`config.mk`:
```
export PLATFORM = sky130hd
export DESIGN_NAME = shape_analyzer
export DESIGN_NICKNAME = d
export VERILOG_FILES = /design/src/hw/shape_pkg.sv /design/src/hw/left_run_scan.sv /design/src/hw/right_run_scan.sv /design/src/hw/profile_combine.sv /design/src/hw/shape_analyzer.sv
export SDC_FILE = /design/constraint.sdc
export NUM_CORES = 1
export LEC_CHECK = 0
export ABC_AREA = 0
export BUFFER_PORTS_ARGS = -buffer_cell sky130_fd_sc_hd__buf_4
export CAP_MARGIN = 20
export CORE_MARGIN = 5
export CORE_UTILIZATION = 30
export CTS_BUF_LIST = sky130_fd_sc_hd__clkbuf_8
export DETAILED_ROUTE_END_ITERATION = 16
export GPL_ROUTABILITY_DRIVEN = 0
export PLACE_DENSITY = 0.48
export SLEW_MARGIN = 20
export SYNTH_ARGS = -nofsm -noshare
export SYNTH_HDL_FRONTEND = slang
export SYNTH_SLANG_ARGS = --single-unit
export TNS_END_PERCENT = 5
```
`constraint.sdc`:
```
create_clock -name clk -period 2.65 [get_ports clk]
set_input_delay 0.3975 -clock clk [delete_from_list [all_inputs] [get_ports clk]]
set_output_delay 0.3975 -clock clk [all_outputs]
set_load 0.01 [all_outputs]
```
`src/hw/shape_pkg.sv`:
```
package shape_pkg;

	// image geometry
	localparam int IMG_COLS = 200;
	localparam int IMG_ROWS = 240;

	// column and row indices
	typedef logic [7:0] x_t;
	typedef logic [7:0] y_t;

	// blob width in columns, 1..IMG_COLS, zero when no blob
	typedef logic [7:0] span_t;

	localparam x_t X_LAST = x_t'(IMG_COLS - 1);	// rightmost column index

	// left run tracker
	typedef enum logic [1:0] {
		IDLE,	// no foreground column yet
		IN_RUN,
		DONE	// first run closed, frozen until next frame
	} run_state_t;

endpackage

```
`src/hw/left_run_scan.sv`:
```
module left_run_scan (
	input  logic          clk,
	input  logic          resetn,
	input  logic          frame_start,
	input  logic          col_en,
	input  shape_pkg::x_t col_x,
	input  logic          col_valid,
	input  shape_pkg::y_t col_top,
	input  shape_pkg::y_t col_bot,

	output logic          lft_found,
	output logic          lft_touch,
	output shape_pkg::x_t lft_edge,
	output shape_pkg::x_t lft_run_end,
	output shape_pkg::x_t lft_top_x,
	output shape_pkg::y_t lft_top_y,
	output shape_pkg::x_t lft_bot_x,
	output shape_pkg::y_t lft_bot_y
);
	shape_pkg::run_state_t state;

	// stream order bookkeeping, only read by the checks below
	shape_pkg::x_t last_x;
	logic          seen_col;

	always_ff @(posedge clk) begin
		if (!resetn || frame_start) begin
			state       <= shape_pkg::IDLE;
			lft_found   <= 1'b0;
			lft_touch   <= 1'b0;
			lft_edge    <= '0;
			lft_run_end <= '0;
			lft_top_x   <= '0;
			lft_top_y   <= '0;
			lft_bot_x   <= '0;
			lft_bot_y   <= '0;
		end else if (col_en) begin
			case (state)
				shape_pkg::IDLE: begin
					if (col_valid) begin
						state       <= shape_pkg::IN_RUN;
						lft_found   <= 1'b1;
						lft_touch   <= (col_x == '0);
						lft_edge    <= col_x;
						lft_run_end <= col_x;
						lft_top_x   <= col_x;	// seed both corners
						lft_top_y   <= col_top;
						lft_bot_x   <= col_x;
						lft_bot_y   <= col_bot;
					end
				end
				shape_pkg::IN_RUN: begin
					if (col_valid) begin
						lft_run_end <= col_x;
						// ties go to the later column
						if (col_top <= lft_top_y) begin
							lft_top_x <= col_x;
							lft_top_y <= col_top;
						end
						if (col_bot >= lft_bot_y) begin
							lft_bot_x <= col_x;
							lft_bot_y <= col_bot;
						end
					end else begin
						state <= shape_pkg::DONE;
					end
				end
				default: ;	// DONE holds until frame_start
			endcase
		end
	end

	always_ff @(posedge clk) begin
		if (!resetn || frame_start)
			seen_col <= 1'b0;
		else if (col_en)
			seen_col <= 1'b1;
	end

	always_ff @(posedge clk) begin
		if (col_en)
			last_x <= col_x;
	end

	a_col_rows: assert property (@(posedge clk) disable iff (!resetn)
		col_en && col_valid |-> col_top <= col_bot && col_bot < shape_pkg::IMG_ROWS);

	a_col_order: assert property (@(posedge clk) disable iff (!resetn)
		col_en && seen_col && !frame_start |-> col_x > last_x);

endmodule

```
`src/hw/right_run_scan.sv`:
```
module right_run_scan (
	input  logic          clk,
	input  logic          resetn,
	input  logic          frame_start,
	input  logic          col_en,
	input  shape_pkg::x_t col_x,
	input  logic          col_valid,
	input  shape_pkg::y_t col_top,
	input  shape_pkg::y_t col_bot,

	output logic          rt_found,
	output logic          rt_touch,
	output shape_pkg::x_t rt_edge,
	output shape_pkg::x_t rt_run_start,
	output shape_pkg::x_t rt_top_x,
	output shape_pkg::y_t rt_top_y,
	output shape_pkg::x_t rt_bot_x,
	output shape_pkg::y_t rt_bot_y
);
	logic in_run;	// previous column was foreground

	// run level follows every strobe
	always_ff @(posedge clk) begin
		if (!resetn || frame_start)
			in_run <= 1'b0;
		else if (col_en)
			in_run <= col_valid;
	end

	always_ff @(posedge clk) begin
		if (!resetn || frame_start) begin
			rt_found <= 1'b0;
			rt_touch <= 1'b0;
		end else if (col_en) begin
			if (col_valid)
				rt_found <= 1'b1;
			if (col_x == shape_pkg::X_LAST)
				rt_touch <= col_valid;
		end
	end

	// a new run after a gap discards whatever the older run left behind
	always_ff @(posedge clk) begin
		if (!resetn || frame_start) begin
			rt_edge      <= '0;
			rt_run_start <= '0;
			rt_top_x     <= '0;
			rt_top_y     <= '0;
			rt_bot_x     <= '0;
			rt_bot_y     <= '0;
		end else if (col_en && col_valid) begin
			rt_edge <= col_x;
			if (!in_run) begin
				rt_run_start <= col_x;
				rt_top_x     <= col_x;
				rt_top_y     <= col_top;
				rt_bot_x     <= col_x;
				rt_bot_y     <= col_bot;
			end else begin
				if (col_top < rt_top_y) begin	// strict, earlier x keeps ties
					rt_top_x <= col_x;
					rt_top_y <= col_top;
				end
				if (col_bot > rt_bot_y) begin
					rt_bot_x <= col_x;
					rt_bot_y <= col_bot;
				end
			end
		end
	end

	// clearing and sampling on one edge would lose the column
	a_start_vs_col: assert property (@(posedge clk) disable iff (!resetn)
		!(frame_start && col_en));

endmodule

```
`src/hw/profile_combine.sv`:
```
module profile_combine (
	input  logic            clk,
	input  logic            resetn,
	input  logic            frame_end,

	input  logic            scan_lft_found,
	input  logic            scan_lft_touch,
	input  shape_pkg::x_t   scan_lft_edge,
	input  shape_pkg::x_t   scan_lft_run_end,
	input  shape_pkg::x_t   scan_lft_top_x,
	input  shape_pkg::y_t   scan_lft_top_y,
	input  shape_pkg::x_t   scan_lft_bot_x,
	input  shape_pkg::y_t   scan_lft_bot_y,
	input  logic            scan_rt_found,
	input  logic            scan_rt_touch,
	input  shape_pkg::x_t   scan_rt_edge,
	input  shape_pkg::x_t   scan_rt_run_start,
	input  shape_pkg::x_t   scan_rt_top_x,
	input  shape_pkg::y_t   scan_rt_top_y,
	input  shape_pkg::x_t   scan_rt_bot_x,
	input  shape_pkg::y_t   scan_rt_bot_y,

	output logic            done,
	output logic            lft_found,
	output logic            lft_touch,
	output shape_pkg::x_t   lft_edge,
	output shape_pkg::x_t   lft_top_x,
	output shape_pkg::y_t   lft_top_y,
	output shape_pkg::x_t   lft_bot_x,
	output shape_pkg::y_t   lft_bot_y,
	output logic            rt_found,
	output logic            rt_touch,
	output shape_pkg::x_t   rt_edge,
	output shape_pkg::x_t   rt_top_x,
	output shape_pkg::y_t   rt_top_y,
	output shape_pkg::x_t   rt_bot_x,
	output shape_pkg::y_t   rt_bot_y,
	output shape_pkg::span_t span,
	output logic            single_seg
);
	logic            any_run;
	shape_pkg::span_t span_nxt;
	logic            one_run;

	assign any_run  = scan_lft_found && scan_rt_found;
	assign span_nxt = any_run ? shape_pkg::span_t'(scan_rt_edge - scan_lft_edge) + 8'd1 : '0;
	// first and last run are the same run
	assign one_run  = any_run && (scan_lft_run_end == scan_rt_edge)
		&& (scan_lft_edge == scan_rt_run_start);

	always_ff @(posedge clk) begin
		if (!resetn) begin
			done       <= 1'b0;
			lft_found  <= 1'b0;
			lft_touch  <= 1'b0;
			lft_edge   <= '0;
			lft_top_x  <= '0;
			lft_top_y  <= '0;
			lft_bot_x  <= '0;
			lft_bot_y  <= '0;
			rt_found   <= 1'b0;
			rt_touch   <= 1'b0;
			rt_edge    <= '0;
			rt_top_x   <= '0;
			rt_top_y   <= '0;
			rt_bot_x   <= '0;
			rt_bot_y   <= '0;
			span       <= '0;
			single_seg <= 1'b0;
		end else begin
			done <= frame_end;
			if (frame_end) begin	// results held until the next frame ends
				lft_found  <= scan_lft_found;
				lft_touch  <= scan_lft_touch;
				lft_edge   <= scan_lft_edge;
				lft_top_x  <= scan_lft_top_x;
				lft_top_y  <= scan_lft_top_y;
				lft_bot_x  <= scan_lft_bot_x;
				lft_bot_y  <= scan_lft_bot_y;
				rt_found   <= scan_rt_found;
				rt_touch   <= scan_rt_touch;
				rt_edge    <= scan_rt_edge;
				rt_top_x   <= scan_rt_top_x;
				rt_top_y   <= scan_rt_top_y;
				rt_bot_x   <= scan_rt_bot_x;
				rt_bot_y   <= scan_rt_bot_y;
				span       <= span_nxt;
				single_seg <= one_run;
			end
		end
	end

	a_done_pulse: assert property (@(posedge clk) disable iff (!resetn)
		done |=> !done);

endmodule

```
`src/hw/shape_analyzer.sv`:
```
module shape_analyzer (
	input  logic             clk,
	input  logic             resetn,
	input  logic             frame_start,
	input  logic             col_en,
	input  shape_pkg::x_t    col_x,
	input  logic             col_valid,
	input  shape_pkg::y_t    col_top,
	input  shape_pkg::y_t    col_bot,
	input  logic             frame_end,

	output logic             done,
	output logic             lft_found,
	output logic             lft_touch,
	output shape_pkg::x_t    lft_edge,
	output shape_pkg::x_t    lft_top_x,
	output shape_pkg::y_t    lft_top_y,
	output shape_pkg::x_t    lft_bot_x,
	output shape_pkg::y_t    lft_bot_y,
	output logic             rt_found,
	output logic             rt_touch,
	output shape_pkg::x_t    rt_edge,
	output shape_pkg::x_t    rt_top_x,
	output shape_pkg::y_t    rt_top_y,
	output shape_pkg::x_t    rt_bot_x,
	output shape_pkg::y_t    rt_bot_y,
	output shape_pkg::span_t span,
	output logic             single_seg
);
	// live scanner state, sampled by the combiner at frame end
	logic          s_lft_found, s_lft_touch;
	shape_pkg::x_t s_lft_edge, s_lft_run_end, s_lft_top_x, s_lft_bot_x;
	shape_pkg::y_t s_lft_top_y, s_lft_bot_y;
	logic          s_rt_found, s_rt_touch;
	shape_pkg::x_t s_rt_edge, s_rt_run_start, s_rt_top_x, s_rt_bot_x;
	shape_pkg::y_t s_rt_top_y, s_rt_bot_y;

	left_run_scan u_left (
		.clk(clk), .resetn(resetn), .frame_start(frame_start),
		.col_en(col_en), .col_x(col_x), .col_valid(col_valid),
		.col_top(col_top), .col_bot(col_bot),
		.lft_found(s_lft_found), .lft_touch(s_lft_touch),
		.lft_edge(s_lft_edge), .lft_run_end(s_lft_run_end),
		.lft_top_x(s_lft_top_x), .lft_top_y(s_lft_top_y),
		.lft_bot_x(s_lft_bot_x), .lft_bot_y(s_lft_bot_y)
	);

	right_run_scan u_right (
		.clk(clk), .resetn(resetn), .frame_start(frame_start),
		.col_en(col_en), .col_x(col_x), .col_valid(col_valid),
		.col_top(col_top), .col_bot(col_bot),
		.rt_found(s_rt_found), .rt_touch(s_rt_touch),
		.rt_edge(s_rt_edge), .rt_run_start(s_rt_run_start),
		.rt_top_x(s_rt_top_x), .rt_top_y(s_rt_top_y),
		.rt_bot_x(s_rt_bot_x), .rt_bot_y(s_rt_bot_y)
	);

	profile_combine u_comb (
		.clk(clk), .resetn(resetn), .frame_end(frame_end),
		.scan_lft_found(s_lft_found), .scan_lft_touch(s_lft_touch),
		.scan_lft_edge(s_lft_edge), .scan_lft_run_end(s_lft_run_end),
		.scan_lft_top_x(s_lft_top_x), .scan_lft_top_y(s_lft_top_y),
		.scan_lft_bot_x(s_lft_bot_x), .scan_lft_bot_y(s_lft_bot_y),
		.scan_rt_found(s_rt_found), .scan_rt_touch(s_rt_touch),
		.scan_rt_edge(s_rt_edge), .scan_rt_run_start(s_rt_run_start),
		.scan_rt_top_x(s_rt_top_x), .scan_rt_top_y(s_rt_top_y),
		.scan_rt_bot_x(s_rt_bot_x), .scan_rt_bot_y(s_rt_bot_y),
		.done(done), .lft_found(lft_found), .lft_touch(lft_touch),
		.lft_edge(lft_edge), .lft_top_x(lft_top_x), .lft_top_y(lft_top_y),
		.lft_bot_x(lft_bot_x), .lft_bot_y(lft_bot_y),
		.rt_found(rt_found), .rt_touch(rt_touch), .rt_edge(rt_edge),
		.rt_top_x(rt_top_x), .rt_top_y(rt_top_y),
		.rt_bot_x(rt_bot_x), .rt_bot_y(rt_bot_y),
		.span(span), .single_seg(single_seg)
	);

endmodule

```
==> results.json <==
{
  "io_buffers": 123,
  "power_mw": 5.65,
  "drtPass1Iterations": 4,
  "drt_iter0_markers": 316,
  "maxClockFrequency_mhz": 420,
  "final_cell_mix": "dfxtp_1 (197), nand2_1 (147), buf_4 (143)",
  "cts_hold_buffers": 0,
  "grt_pass1_vias": 6482,
  "outcome": "finished, final reports clean",
  "synthesis.area_um2": 8620,
  "grt_use_total_pct": 14.3,
  "antenna_found_initial": 0,
  "via_count": 6442,
  "cts.path.max_buffers": 2,
  "dieArea_um2": 32200,
  "synthCells": 918,
  "synth_cell_type_count": 48,
  "coreArea_um2": 28500,
  "cp.required_ns": 3.02,
  "crit_path_max_fanout": 4,
  "worst_pin_slew_ns": 0.538,
  "num-nets-final": 1106,
  "hold_violations": 0,
  "avgSynthCellArea_um2": 9.39,
  "path_clk_slew_ns": 0.11,
  "routed_wl_um": 23200,
  "cts_root_buf": "clkbuf_8",
  "end_kind": "flop",
  "cts_resized": 0,
  "cts_inserted_buffers": 17,
  "finalMaxSlewViolations": 0,
  "ys_warn_count": 0,
  "final_common_cell": "dfxtp_1",
  "die_w_um": 180,
  "wl_per_cell_um": 16.2,
  "async_reset_ff_share_pct": 0,
  "cts.sinks": 197,
  "synth_ff_type": "dfxtp_1",
  "ant_nets": 0,
  "drc": 0,
  "n_antenna_cell": 0,
  "peakVddDrop_v": 0.000277,
  "power_per_cell_area_nw_per_um2": 541,
  "die_h_um": 180,
  "dp_hpwl_um": 16200,
  "num_io_pins": 124,
  "critPathLaunchType": "flop",
  "drive_gt1_share_pct": 17.7,
  "grt_pass1_wl_um": 37200,
  "max_cap_violations": 0,
  "viasPerCell": 4.51,
  "grt_max_degree": 62,
  "slew_headroom_pct": 64.1,
  "setup_viol": 0,
  "hold_path_class": "in -> reg",
  "rsz0062_at_grt": "no",
  "fin_area_um2": 10500,
  "htreeDepth": 4,
  "fin_worst_skew_ns": 0.0177,
  "start_util_pct": 30.2,
  "area_growth_pct": 21.2,
  "period_share_pct": 89.9,
  "path_class": "reg -> reg",
  "cts_setup_buffers": 0,
  "fillers": 3000,
  "cts_tree": "yes",
  "place_area_um2": 10100,
  "p_leak_nw": 4.30,
  "num_rows": 62,
  "clock_latency_ns": 0.47,
  "synth-seq-cells": 197,
  "yosysSeqAreaShare_pct": 45.7,
  "synth_enable_flop_cells": 0,
  "overflow": 0,
  "finalCriticalPeriod_ns": 2.38,
  "cp.arrival_ns": 2.75,
  "synth_nets": 993,
  "fin_tns_setup_ns": 0
}
## per-layer routing
metal,up-vias,global-route usage (%),wire (um)
li1,3307,-,-
met1,2995,19.9,11500
met3,21,2.41,693
met4,0,4.02,391
met2,119,23.0,10600
met5,-,0,0
## layout make-up
class	count	area (um^2)	share of cell area, %
inverters	48	180	1.72
flip-flops and latches	197	3940	37.7
clock buffers	17	234	2.24
repair buffers	147	1150	11.0
well taps	384	480	4.60
clock inverters	15	159	1.52
multi-input cells	620	4300	41.2
## per-stage QoR
stage	utilization (%)	cells	hold WS, ns	setup slack [ns]
2_1_floorplan	-	918	0.434	0.462
5_1_grt	36.6	1428	0.201	0.138
6_report	36.6	1428	0.219	0.268
3_5_place_dp	35.2	1396	0.453	0.112
3_3_place_gp	35.2	1396	0.447	0.0916
4_1_cts	36.6	1428	0.166	0.209
## power breakdown
group	switching [mW]	leakage, nW	internal, mW
registers	0.0438	1.59	3.02
logic	0.348	2.51	0.265
clock network	1.19	0.201	0.788
## synth_stat cells (2+ instances only)
cell,number,share of area (%)
nand2b_1,5,0.36
buf_4,2,0.17
a31oi_1,3,0.22
o21a_1,3,0.26
and2_1,5,0.36
nand3_1,22,1.3
a21o_1,3,0.26
nor2_1,14,0.61
dfxtp_1,197,46
o211ai_1,3,0.26
a211o_1,4,0.41
a22o_1,2,0.20
ha_1,44,6.4
clkbuf_1,41,1.8
nor2b_1,92,6.7
a21oi_1,62,3.6
or3_1,2,0.15
inv_1,48,2.1
nor3_1,2,0.12
xnor2_1,21,2.1
and3_1,2,0.15
o21ai_1,4,0.23
nor4_1,2,0.15
nand2_1,147,6.4
nand4_1,7,0.51
buf_1,7,0.30
mux2i_1,133,15
o21ai_0,19,1.1
o2111a_1,2,0.26
a21oi_2,2,0.20
## cell families (layout without fill, tap and decap cells)
kind of cell	after synthesis	in the layout	share of synthesized area, %
multiplexers	133	133	15.4
XOR/XNOR	21	21	2.13
flip-flops	197	197	45.7
AO/OA/AOI/OAI	115	115	8.07
adder cells (fa/ha/maj)	45	45	6.62
buffers and inverters	101	227	4.60
AND/OR/NAND/NOR	306	306	17.4
## final timing paths
kind              slack, ns                start             endpoint  depth (start not counted)
hold reg to reg        0.46  u_right.rt_bot_x[7]  u_right.rt_bot_x[7]                          2
hold / removal         0.22            col_valid     u_right.rt_touch                          3
setup / recovery       0.27   u_right.rt_edge[1]       u_comb.span[7]                         11
setup reg to reg       0.27   u_right.rt_edge[1]       u_comb.span[7]                         11
## critical path: stages, from the launching register on
cell and delay [ns]:
dfxtp_1 0.41, inv_1 0.07, ha_1 0.26, inv_1 0.06, ha_1 0.16, inv_1 0.05, fa_1 0.39, nor2b_1 0.15
o31a_1 0.17, o21ai_1 0.08, nor4b_1 0.15, a311o_1 0.32
Note: power is estimated with default switching activity, not from simulation.
